## config.mk

```make
export PLATFORM = sky130hd
export DESIGN_NAME = icacheTop
export DESIGN_NICKNAME = d
export VERILOG_FILES = /design/src/source/icachePkg.sv /design/src/source/refillCounter.sv /design/src/source/apbFetchRequester.sv /design/src/source/icacheArray.sv /design/src/source/spillAlign.sv /design/src/source/icacheCtrl.sv /design/src/source/icacheTop.sv
export SDC_FILE = /design/constraint.sdc
export NUM_CORES = 2
export LEC_CHECK = 0
export BUFFER_PORTS_ARGS = -buffer_cell sky130_fd_sc_hd__buf_4
export CAP_MARGIN = 10
export CORE_ASPECT_RATIO = 1.4
export CORE_MARGIN = 2
export CORE_UTILIZATION = 55
export DETAILED_ROUTE_END_ITERATION = 6
export PLACE_DENSITY_LB_ADDON = 0.05
export SETUP_SLACK_MARGIN = 0.2
export SLEW_MARGIN = 20
export SYNTH_ARGS = -nofsm -noshare
export SYNTH_HDL_FRONTEND = slang
export SYNTH_SLANG_ARGS = --single-unit
```

## constraint.sdc

```tcl
create_clock -name clk -period 10.55 [get_ports clk]
set_clock_uncertainty 0.15 [all_clocks]
set_input_delay 1.5825 -clock clk [delete_from_list [all_inputs] [get_ports clk]]
set_output_delay 1.5825 -clock clk [all_outputs]
set_load 0.01 [all_outputs]
```

## src/source/icachePkg.sv

```systemverilog
//////////////////////////////////////////////////////////////////////
// geometry of the direct-mapped instruction cache, 16 lines of 4 words
// fetch and bus addresses are byte addresses, lines are 16-byte aligned
//////////////////////////////////////////////////////////////////////

package icachePkg;

   // address and data widths
   localparam int AddrWidth = 32;
   localparam int WordWidth = 32;

   // cache shape
   localparam int LineWords = 4;
   localparam int NumLines = 16;

   // address split: tag | index | byte offset
   localparam int OffsetBits = 4;
   localparam int IndexBits = 4;
   localparam int TagBits = AddrWidth - IndexBits - OffsetBits;

   //////////////////////////////////////////////////////////////////////
   // one cache line, two views of the same 128 bits
   //////////////////////////////////////////////////////////////////////

   // words for the refill path, one per APB beat
   // halves for instruction alignment, compressed code is halfword based
   typedef union packed {
      logic [LineWords-1:0][WordWidth-1:0] words;
      logic [2*LineWords-1:0][WordWidth/2-1:0] halves;
   } icacheLine_u;

endpackage

```

## src/source/refillCounter.sv

```systemverilog
//////////////////////////////////////////////////////////////////////
// refill beat counter, wraps after the fourth word of a line
//////////////////////////////////////////////////////////////////////

`timescale 1ns/1ps

module refillCounter (
   input  logic       clk,
   input  logic       reset,
   input  logic       cntClear,
   input  logic       cntEn,
   output logic [1:0] beat,
   output logic       lastBeat
);

   // clear wins over count
   always_ff @(posedge clk or posedge reset) begin
      if (reset) begin
         beat <= 2'd0;
      end else if (cntClear) begin
         beat <= 2'd0;
      end else if (cntEn) begin
         beat <= beat + 2'd1;
      end
   end

   // final word of the line
   assign lastBeat = (beat == 2'd3);

endmodule

```

## src/source/apbFetchRequester.sv

```systemverilog
//////////////////////////////////////////////////////////////////////
// APB requester, one word read per request, no error response
// fetchAck and fetchData are valid only in the completing access cycle
//////////////////////////////////////////////////////////////////////

`timescale 1ns/1ps

module apbFetchRequester (
   input  logic                           clk,
   input  logic                           reset,
   input  logic                           fetchReq,
   input  logic [icachePkg::AddrWidth-1:0] lineAddr,
   input  logic [1:0]                     beat,
   input  logic [icachePkg::WordWidth-1:0] prdata,
   input  logic                           pready,
   output logic [icachePkg::AddrWidth-1:0] paddr,
   output logic                           psel,
   output logic                           penable,
   output logic                           pwrite,
   output logic                           fetchAck,
   output logic [icachePkg::WordWidth-1:0] fetchData
);

   typedef enum logic [1:0] {Idle, Setup, Access} apbPhase_e;

   apbPhase_e phase;

   always_ff @(posedge clk or posedge reset) begin
      if (reset) begin
         phase <= Idle;
      end else begin
         case (phase)
            Idle: phase <= fetchReq ? Setup : Idle;
            Setup: phase <= Access;
            // stay in access through the wait states
            Access: phase <= pready ? Idle : Access;
            default: phase <= Idle;
         endcase
      end
   end

   // word address from line base and beat, held by the counter for the transfer
   assign paddr = {lineAddr[icachePkg::AddrWidth-1:icachePkg::OffsetBits], beat, 2'b00};
   assign psel = (phase != Idle);
   assign penable = (phase == Access);
   // read only
   assign pwrite = 1'b0;

   assign fetchAck = (phase == Access) && pready;
   assign fetchData = prdata;

endmodule

```

## src/source/icacheArray.sv

```systemverilog
//////////////////////////////////////////////////////////////////////
// tag, valid and data arrays in flops, combinational read
// a refill line is assembled in a buffer and written whole on lineWrite
//////////////////////////////////////////////////////////////////////

`timescale 1ns/1ps

module icacheArray (
   input  logic                            clk,
   input  logic                            reset,
   input  logic [icachePkg::AddrWidth-1:0] pc,
   input  logic                            selNext,
   input  logic [1:0]                      beat,
   input  logic                            fetchAck,
   input  logic [icachePkg::WordWidth-1:0] fetchData,
   input  logic                            lineWrite,
   output logic [icachePkg::AddrWidth-1:0] lineAddr,
   output logic                            hit,
   output logic                            spill,
   output icachePkg::icacheLine_u          line
);

   localparam int LineNumBits = icachePkg::AddrWidth - icachePkg::OffsetBits;

   logic [LineNumBits-1:0]         lineNum;
   logic [icachePkg::IndexBits-1:0] index;
   logic [icachePkg::TagBits-1:0]   tag;

   logic [icachePkg::TagBits-1:0] tagArr [icachePkg::NumLines];
   icachePkg::icacheLine_u        dataArr [icachePkg::NumLines];
   logic [icachePkg::NumLines-1:0] validArr;
   icachePkg::icacheLine_u        refillBuf;

   // current line or the one after it for the upper half of a spill
   assign lineNum = pc[icachePkg::AddrWidth-1:icachePkg::OffsetBits]
                    + {{(LineNumBits-1){1'b0}}, selNext};
   assign lineAddr = {lineNum, {icachePkg::OffsetBits{1'b0}}};
   assign index = lineNum[icachePkg::IndexBits-1:0];
   assign tag = lineNum[LineNumBits-1:icachePkg::IndexBits];

   // lookup
   assign hit = validArr[index] && (tagArr[index] == tag);
   assign line = dataArr[index];

   // last halfword of a line, upper half lives in the next line
   assign spill = &pc[icachePkg::OffsetBits-1:1];

   //////////////////////////////////////////////////////////////////////
   // refill
   //////////////////////////////////////////////////////////////////////

   // one word per beat through the word view
   always_ff @(posedge clk) begin
      if (fetchAck) begin
         refillBuf.words[beat] <= fetchData;
      end
      if (lineWrite) begin
         dataArr[index] <= refillBuf;
         tagArr[index] <= tag;
      end
   end

   always_ff @(posedge clk or posedge reset) begin
      if (reset) begin
         validArr <= '0;
      end else if (lineWrite) begin
         validArr[index] <= 1'b1;
      end
   end

endmodule

```

## src/source/spillAlign.sv

```systemverilog
//////////////////////////////////////////////////////////////////////
// picks the 32-bit instruction from the halfword view of a line
// a spill joins the saved last halfword with halfword 0 of the next line
//////////////////////////////////////////////////////////////////////

`timescale 1ns/1ps

module spillAlign (
   input  logic                            clk,
   input  logic                            reset,
   input  logic [icachePkg::AddrWidth-1:0] pc,
   input  icachePkg::icacheLine_u          line,
   input  logic                            spillSave,
   input  logic                            useSpill,
   output logic [icachePkg::WordWidth-1:0] instr
);

   localparam int HalfWidth = icachePkg::WordWidth / 2;

   logic [2:0]           hwLo;
   logic [2:0]           hwHi;
   logic [HalfWidth-1:0] savedHalf;

   // halfword position of pc within the line
   assign hwLo = pc[icachePkg::OffsetBits-1:1];
   // wraps at 7, only meaningful with useSpill then
   assign hwHi = hwLo + 3'd1;

   // lower half of a spilled instruction, from the first line
   always_ff @(posedge clk or posedge reset) begin
      if (reset) begin
         savedHalf <= '0;
      end else if (spillSave) begin
         savedHalf <= line.halves[7];
      end
   end

   always_comb begin
      if (useSpill) begin
         instr = {line.halves[0], savedHalf};
      end else begin
         instr = {line.halves[hwHi], line.halves[hwLo]};
      end
   end

endmodule

```

## src/source/icacheCtrl.sv

```systemverilog
//////////////////////////////////////////////////////////////////////
// cache control FSM, outputs are decoded from the state and the inputs
// pc must stay put while icacheStall is high or stallF is high
//////////////////////////////////////////////////////////////////////

`timescale 1ns/1ps

module icacheCtrl (
   input  logic clk,
   input  logic reset,
   input  logic stallF,
   input  logic hit,
   input  logic spill,
   input  logic fetchAck,
   input  logic lastBeat,
   output logic fetchReq,
   output logic cntClear,
   output logic cntEn,
   output logic selNext,
   output logic lineWrite,
   output logic spillSave,
   output logic useSpill,
   output logic icacheStall
);

   typedef enum logic [3:0] {
      Ready,
      HitSpill,
      HitSpillFetch,
      HitSpillWrite,
      SpillFinal,
      MissFetch,
      MissWrite,
      MissRead,
      SpillFetch,
      SpillWrite,
      SpillRead,
      SpillSecond,
      CpuBusy,
      CpuBusySpill
   } ctrlState_e;

   ctrlState_e state;
   ctrlState_e nextState;

   always_ff @(posedge clk or posedge reset) begin
      if (reset) begin
         state <= Ready;
      end else begin
         state <= nextState;
      end
   end

   always_comb begin
      nextState = state;
      fetchReq = 1'b0;
      cntClear = 1'b0;
      cntEn = 1'b0;
      selNext = 1'b0;
      lineWrite = 1'b0;
      spillSave = 1'b0;
      useSpill = 1'b0;
      icacheStall = 1'b1;

      case (state)
         //////////////////////////////////////////////////////////////////////
         // idle, look up the line at pc
         //////////////////////////////////////////////////////////////////////
         Ready: begin
            if (hit && !spill) begin
               // aligned hit, delivered in this cycle
               icacheStall = 1'b0;
               if (stallF) begin
                  nextState = CpuBusy;
               end
            end else if (hit) begin
               // first line present, keep its last halfword
               spillSave = 1'b1;
               nextState = HitSpill;
            end else begin
               cntClear = 1'b1;
               nextState = spill ? SpillFetch : MissFetch;
            end
         end

         // second line of a spill, first half already saved
         HitSpill: begin
            selNext = 1'b1;
            if (hit) begin
               nextState = SpillFinal;
            end else begin
               cntClear = 1'b1;
               nextState = HitSpillFetch;
            end
         end
         HitSpillFetch: begin
            selNext = 1'b1;
            fetchReq = 1'b1;
            cntEn = fetchAck;
            if (fetchAck && lastBeat) begin
               nextState = HitSpillWrite;
            end
         end
         HitSpillWrite: begin
            selNext = 1'b1;
            lineWrite = 1'b1;
            nextState = SpillFinal;
         end

         // saved halfword joined with halfword 0 of the next line
         SpillFinal: begin
            selNext = 1'b1;
            useSpill = 1'b1;
            icacheStall = 1'b0;
            nextState = stallF ? CpuBusySpill : Ready;
         end

         //////////////////////////////////////////////////////////////////////
         // aligned miss
         //////////////////////////////////////////////////////////////////////
         MissFetch: begin
            fetchReq = 1'b1;
            cntEn = fetchAck;
            if (fetchAck && lastBeat) begin
               nextState = MissWrite;
            end
         end
         MissWrite: begin
            lineWrite = 1'b1;
            nextState = MissRead;
         end
         // re-read the new line, Ready then hits and delivers
         MissRead: begin
            nextState = Ready;
         end

         //////////////////////////////////////////////////////////////////////
         // spill with the first line missing
         //////////////////////////////////////////////////////////////////////
         SpillFetch: begin
            fetchReq = 1'b1;
            cntEn = fetchAck;
            if (fetchAck && lastBeat) begin
               nextState = SpillWrite;
            end
         end
         SpillWrite: begin
            lineWrite = 1'b1;
            nextState = SpillRead;
         end
         SpillRead: begin
            spillSave = 1'b1;
            nextState = SpillSecond;
         end
         // second line may still miss, share the refill path of HitSpill
         SpillSecond: begin
            selNext = 1'b1;
            if (hit) begin
               nextState = SpillFinal;
            end else begin
               cntClear = 1'b1;
               nextState = HitSpillFetch;
            end
         end

         // cpu stalled after delivery, instr held
         CpuBusy: begin
            icacheStall = 1'b0;
            if (!stallF) begin
               nextState = Ready;
            end
         end
         CpuBusySpill: begin
            selNext = 1'b1;
            useSpill = 1'b1;
            icacheStall = 1'b0;
            if (!stallF) begin
               nextState = Ready;
            end
         end

         default: begin
            nextState = Ready;
         end
      endcase
   end

endmodule

```

## src/source/icacheTop.sv

```systemverilog
//////////////////////////////////////////////////////////////////////
// instruction cache top, CPU fetch port and APB requester port
// instr is valid whenever icacheStall is low, pwrite is tied low
//////////////////////////////////////////////////////////////////////

`timescale 1ns/1ps

module icacheTop (
   input  logic                            clk,
   input  logic                            reset,
   input  logic [icachePkg::AddrWidth-1:0] pc,
   input  logic                            stallF,
   input  logic [icachePkg::WordWidth-1:0] prdata,
   input  logic                            pready,
   output logic [icachePkg::WordWidth-1:0] instr,
   output logic                            icacheStall,
   output logic [icachePkg::AddrWidth-1:0] paddr,
   output logic                            psel,
   output logic                            penable,
   output logic                            pwrite
);

   // control
   logic fetchReq;
   logic cntClear;
   logic cntEn;
   logic selNext;
   logic lineWrite;
   logic spillSave;
   logic useSpill;

   // status back to control
   logic hit;
   logic spill;
   logic fetchAck;
   logic lastBeat;

   // datapath
   logic [1:0]                      beat;
   logic [icachePkg::AddrWidth-1:0] lineAddr;
   logic [icachePkg::WordWidth-1:0] fetchData;
   icachePkg::icacheLine_u          line;

   icacheCtrl i_ctrl (
      .clk(clk), .reset(reset), .stallF(stallF), .hit(hit), .spill(spill),
      .fetchAck(fetchAck), .lastBeat(lastBeat), .fetchReq(fetchReq),
      .cntClear(cntClear), .cntEn(cntEn), .selNext(selNext), .lineWrite(lineWrite),
      .spillSave(spillSave), .useSpill(useSpill), .icacheStall(icacheStall)
   );

   refillCounter i_counter (
      .clk(clk), .reset(reset), .cntClear(cntClear), .cntEn(cntEn),
      .beat(beat), .lastBeat(lastBeat)
   );

   apbFetchRequester i_apb (
      .clk(clk), .reset(reset), .fetchReq(fetchReq), .lineAddr(lineAddr),
      .beat(beat), .prdata(prdata), .pready(pready), .paddr(paddr), .psel(psel),
      .penable(penable), .pwrite(pwrite), .fetchAck(fetchAck), .fetchData(fetchData)
   );

   icacheArray i_array (
      .clk(clk), .reset(reset), .pc(pc), .selNext(selNext), .beat(beat),
      .fetchAck(fetchAck), .fetchData(fetchData), .lineWrite(lineWrite),
      .lineAddr(lineAddr), .hit(hit), .spill(spill), .line(line)
   );

   spillAlign i_align (
      .clk(clk), .reset(reset), .pc(pc), .line(line), .spillSave(spillSave),
      .useSpill(useSpill), .instr(instr)
   );

endmodule

```

-- Yosys cells after proc, flatten, opt, wreduce, memory -nomap -nowiden
Memories as Yosys holds them, arrays and structs flattened.
Index checks and enable logic that the tools add are counted.
- $add $sub $neg: 3
- multipliers: 0
- divide/modulo/power cells: 0
- magnitude comparators: 6
- eq/ne operators: 21
- shift-type cells: 0
- muxes and demuxes: 43
- bitwise operators: 1
- reduce and logical (&&, ||, !) cells: 20
- operators with widths (kind ; count):
    128-bit bitwise mux ; 1
    16-bit binary-select mux with 3-bit select ; 2
    32-bit demux with 2-bit select ; 1
    32-bit 2-to-1 mux ; 2
    4-bit case mux with 11 select lines ; 1
    4-bit 2-to-1 mux ; 9
    16-bit 2-to-1 mux ; 2
    28-bit by 1-bit adder with 28-bit output ; 1
    24-bit == test ; 1
    4-bit == test, second input constant ; 6
    16-bit OR ; 1
    1-bit 2-to-1 mux ; 15
    4-bit by 3-bit == test with 1-bit output, second input constant ; 3
    3-bit OR reduction ; 3
    4-bit by 2-bit == test with 1-bit output, second input constant ; 2
    3-bit by 4-bit less-than comparator with 1-bit output, second input constant ; 2
    1-bit logical AND ; 6
    2-bit 2-to-1 mux ; 3
    2-bit by 1-bit != test with 1-bit output, second input constant ; 3
    1-bit case mux with 2 select lines ; 3
    2-bit case mux with 3 select lines ; 1
    2-bit OR reduction ; 3
    6-bit OR reduction ; 1
    4-bit by 5-bit less-than comparator with 1-bit output, second input constant ; 1
    other kinds (19) ; 21
- register bits after elaboration: 168
- bits in latches: 0
- bits in writable memories: 2432
- bits in read-only memories: 0
- bits of input ports: 68
- output and inout bits: 68
- word-level logic and storage cells: 102
- memories: 2
- memories (name ; depth ; bits a word ; read ports ; clocked after memory_dff ; wr ports ; RTL line ; RTL):
    i_array.dataArr ; 16 ; 128 ; 1 ; 0 ; 1 ; icacheArray.sv:30 ; icachePkg::icacheLine_u dataArr [icachePkg::NumLines];
    i_array.tagArr ; 16 ; 24 ; 1 ; 0 ; 1 ; icacheArray.sv:29 ; logic [icachePkg::TagBits-1:0] tagArr [icachePkg::NumLines];

-- Logic depth before layout (Yosys ltp)
- depth in word-level cells: 11
- mapped depth: 26
- depth with buffers taken out: 23

-- Modules after synthesis
Synthesis repeated with hierarchy kept, for this count alone.
- cell total of the unflattened synthesis: 4268
- area, all modules: 100948.1 um^2
- modules (own cells, without submodules) (module ; instances ; cells each ; area an instance (um^2) ; seq. area each (um^2)):
    icacheArray ; 1 ; 3778 ; 96610.2 ; 77274.1
    spillAlign ; 1 ; 335 ; 3098.0 ; 400.4
    apbFetchRequester ; 1 ; 76 ; 598.1 ; 50.0
    icacheCtrl ; 1 ; 71 ; 549.3 ; 100.1
    refillCounter ; 1 ; 8 ; 92.6 ; 50.0

-- Worst setup path after synthesis
Ideal clock, no wire load.
- kind: input -> register
- start: in pc[4] (netlist name)
- end: reg i_array.validArr[10] (netlist name)
- library setup time: 0.106 ns
- data arrival time: 10.412 ns
- data required time: 10.294 ns
- path slack: -0.118 ns
- stages on the path: 9
- path buffers: 3
- path through: ha_1 > ha_1 > buf_2 > buf_2 > buf_1 > o21ai_0 > or2_2 > nor2_1 > or2_2
- cells in the longest elaborated chain, start to end: 6
- elaborated cells between the ends (all ways): 7
- classes of those cells: 1 x add/sub; 2 x order compare; 2 x mux; 1 x bitwise; 1 x reduce/logical
- ends and longest elaborated chain (what ; RTL line ; RTL):
    start: declaration ; icacheTop.sv:11 ; input logic [icachePkg::AddrWidth-1:0] pc,
    28-bit by 1-bit adder with 28-bit output * ; icacheArray.sv:36 ; + {{(LineNumBits-1){1'b0}}, selNext};
    named net paddr (one bit) ; icacheTop.sv:17 ; output logic [icachePkg::AddrWidth-1:0] paddr,
    4-bit by 5-bit less-than comparator with 1-bit output (not written as such) or 4-bit by 1-bit >= comparator with 1-bit output (tied branches) ; icacheArray.sv:67 ; validArr[index] <= 1'b1;
    1-bit logical AND (not written as such) ; icacheArray.sv:67 ;
    1-bit 2-to-1 mux (not written as such) ; icacheArray.sv:67 ;
    1-bit demux with 4-bit select * ; n/a ;
    16-bit OR (no line) * ; n/a ;
    end signal: assignment ; icacheArray.sv:65 ; validArr <= '0;
    end signal: indexed assignment ; icacheArray.sv:67 ;
    end: declaration ; icacheArray.sv:31 ; logic [icachePkg::NumLines-1:0] validArr;
The timed path passes the listed nets; every way through them passes the cells marked *.
A chain may end at the register's enable or synchronous reset.

-- Worst setup path after layout
- start: reg i_ctrl.state[3]
- end: out instr[27] (netlist name)
- cells in the longest elaborated chain, start to end: 8
- elaborated cells between the ends (all ways): 15
- classes of those cells: 1 x add/sub; 6 x eq/ne; 5 x mux; 2 x reduce/logical; 1 x memory
- ends and longest elaborated chain (what ; RTL line ; RTL):
    start: declaration ; icacheCtrl.sv:43 ; ctrlState_e state;
    start signal: assignment ; icacheCtrl.sv:48 ; state <= Ready;
    start signal: assignment ; icacheCtrl.sv:50 ; state <= nextState;
    4-bit by 2-bit == test with 1-bit output (tied with other cells) ; icacheCtrl.sv:65 ; case (state)
    6-bit OR reduction (no line) ; n/a ;
    1-bit 2-to-1 mux ; icacheCtrl.sv:65 ;
    28-bit by 1-bit adder with 28-bit output ; icacheArray.sv:36 ;
    memory read 16 x 128 bit ; n/a ;
    16-bit binary-select mux with 3-bit select ; spillAlign.sv:42 ; instr = {line.halves[hwHi], line.halves[hwLo]};
    16-bit 2-to-1 mux (not written as such) ; spillAlign.sv:42 ;
    32-bit 2-to-1 mux * ; spillAlign.sv:39 ; if (useSpill) begin
    end: declaration ; icacheTop.sv:15 ; output logic [icachePkg::WordWidth-1:0] instr,
Every way passes the cells marked *; elsewhere a longest branch is shown, timed or not. The select of a mux whose other input is x is not followed.

==> impl_metrics.json <==
{
  "routed_wirelength_microns": 236000,
  "root_buffer": "clkbuf_16",
  "power_uw": 30800,
  "grt_pass1_vias": 46800,
  "h-tree-depth": 4,
  "holdWs_ns": 0.315,
  "ios": 136,
  "cts_tree": "built",
  "ys_top_cells_by_count": "edfxtp_1 (2560), mux4_2 (806), clkbuf_1 (98)",
  "grt_pass1_wl_microns": 336000,
  "synth-warning-count": 0,
  "synth_enable_flop_cells": 2560,
  "drc": 0,
  "startpoint": "i_ctrl.state[3]",
  "dpl.hpwl_microns": 115000,
  "viasPerCell": 6.46,
  "r2r_start": "i_ctrl.state[3]",
  "synth_cells": 4069,
  "powerDensity_nw_per_um2": 275,
  "antenna_left": 0,
  "layout_min_cycle_time_ns": 9.24,
  "syn_to_final_growth_pct": 11.9,
  "p_leak_uw": 0.0348,
  "portBuffers": 131,
  "worst_pin_slew_ns": 1.11,
  "fmaxAchievable_mhz": 108,
  "crit_path_end_kind": "output pin",
  "dr.first_iter.drc_count": 5163,
  "setup_ws_ns": 1.31,
  "core_area_sq_um": 181000,
  "yosysTopAreaCell": "edfxtp_1",
  "grt_max_degree": 115,
  "overflow": 0,
  "cts_resized": 0,
  "fin_crit_sh": 0.875,
  "slew_violations": 0,
  "ys_seq_area_frac": 0.779,
  "synth_most_common_cell": "edfxtp_1",
  "synth_top_area_share": 0.769,
  "synthesis.area_sq_um": 100000,
  "synth_area_leaders": "edfxtp_1 (77%), mux4_2 (18%), dfrtp_1 (1.0%), mux2i_1 (0.43%), clkbuf_1 (0.37%)",
  "hp-start": "i_array.validArr[14]",
  "path_class": "flop to output pin",
  "antenna_found_initial": 27,
  "cts_buffers": 230,
  "async_flop_share": 0.0154,
  "cp_data_required_time_ns": 8.82,
  "grtUsageTotal": 0.260,
  "max_slew_margin": 0.256,
  "num_rows": 185,
  "synth_flop_cell": "edfxtp_1",
  "postCtsSetupBuffers": 0,
  "rsz0062_at_grt": "false",
  "avgSynthCellArea_sq_um": 24.6,
  "finalHoldViolations": 0,
  "post-place-ws_ns": 2.20,
  "fin_nets": 4409,
  "status": "completed",
  "vias": 45000,
  "die_y_microns": 508,
  "cts_buffer_depth": 3,
  "start_util": 0.552,
  "ir_worst_vdd_mv": 0.327,
  "critPathMaxFanout": 78,
  "maxCapViolations": 0,
  "setup_viol": 0,
  "insertion_delay_ns": 0.87,
  "avgRoutedWirePerCell_microns": 33.8,
  "dieArea_sq_um": 185000,
  "clk_pin_slew_ns": 0.06,
  "die_x_microns": 364,
  "place_congestion": 0.722,
  "hp-class": "flop to flop",
  "arrival_ns": 7.50,
  "holdBufCountCts": 0,
  "synth-seq-cells": 2600,
  "clock_sinks": 2600,
  "synth_cell_types": 53,
  "drive_gt1_frac": 0.322,
  "drt_first_pass_iters": 6,
  "worstSetupStartpointType": "flop"
}
[area by class of cell]
type / instances / area, sq um
Multi-Input combinational cell: 1239 / 21200
Inverter: 16 / 67.6
Timing Repair Buffer: 244 / 2120
Clock buffer: 327 / 6400
Tap cell: 2431 / 3040
Antenna cell: 7 / 17.5
Fill cell: 12500 / 69100
Sequential cell: 2600 / 77900
Clock inverter: 108 / 1130
[worst paths after layout]
| path | end | slack, ns | depth (start not counted) |
|---|---|---|---|
| min | i_array.validArr[14] | 0.32 | 1 |
| min in group asynchronous | i_align.savedHalf[5] | 0.63 | 2 |
| min reg2reg | i_array.validArr[14] | 0.32 | 1 |
| max in group asynchronous | i_apb.phase[0] | 8.42 | 3 |
| max | instr[27] | 1.31 | 14 |
| max reg2reg | i_align.savedHalf[14] | 3.43 | 21 |
[kinds of logic (layout without fill, tap and decap cells)]
logic type | after synthesis | in the layout | synth area share
multiplexers | 866 | 866 | 0.188
XOR/XNOR | 53 | 53 | 0.00472
other | 1 | 10 | 0.0000375
adder cells (fa/ha/maj) | 10 | 10 | 0.00125
AO/OA/AOI/OAI | 82 | 82 | 0.00488
AND/OR/NAND/NOR | 225 | 225 | 0.0115
buffers and inverters | 232 | 695 | 0.0110
flip-flops | 2600 | 2600 | 0.779
[state kept, by name, indices dropped and copies added (netlist names)]
signal,flops
i_array.tagArr,384
i_align.savedHalf,16
i_array.dataArr,2048
i_ctrl.state,4
i_counter.beat,2
i_array.validArr,16
i_apb.phase,2
i_array.refillBuf,128
[layer usage]
metal	track usage	wire length [microns]	up-vias
met5	0	63	-
met4	0.0745	6190	10
met3	0.0452	17700	346
met2	0.417	117000	1776
met1	0.373	95000	24800
li1	-	-	18100
[where the power goes]
| group | switching [uW] | internal [uW] |
|---|---|---|
| combinational | 5100 | 5070 |
| clock | 3690 | 4670 |
| sequential | 232 | 12000 |
| total | 9020 | 21800 |
[cells in the final DEF (no fill, tap or decap), types with 13 or more instances in the layout]
cell       Yosys  routed
clkbuf_8       0      22
a21oi_1       14      13
mux2i_1       43      43
nand4_1       21      21
inv_1         14      13
clkbuf_16      0     233
buf_12         0      23
nor2_1        29      13
clkinv_1       1      32
dfrtp_1       40      40
mux4_2       806     806
o21ai_1       33      33
nand3_1       58      57
xor2_1        16      16
edfxtp_1    2560    2560
xnor2_1       36      34
mux2_2        17      17
clkinv_2       0      40
buf_4         11     221
nand2_1       62      62
nor2_4         0      16
or2_2         19      19
bufinv_16      0      18
clkbuf_1      98      72
[per-stage QoR]
step,TNS [ns],cell area (sq um),util,instances
2_1_floorplan,-11.61,100000,-,4071
3_3_place_gp,0,104000,0.576,6530
3_5_place_dp,0,104000,0.576,6530
4_1_cts,0,112000,0.618,6965
5_1_grt,0,112000,0.618,6969
6_report,0,112000,0.618,6972
[worst max-delay path, stage by stage, from the launching register on]
cell     delay (ns)
dfrtp_1        0.68
inv_1          0.23
a21oi_1        0.27
nand2_1        0.15
a22oi_1        0.48
ha_4           0.75
buf_4          0.44
buf_12         0.40
buf_4          0.61
mux4_2         0.59
mux4_2         0.51
mux4_2         0.47
mux2i_1        0.19
o21ai_1        0.20
buf_4          0.25
Note: power is estimated with default switching activity, not from simulation.
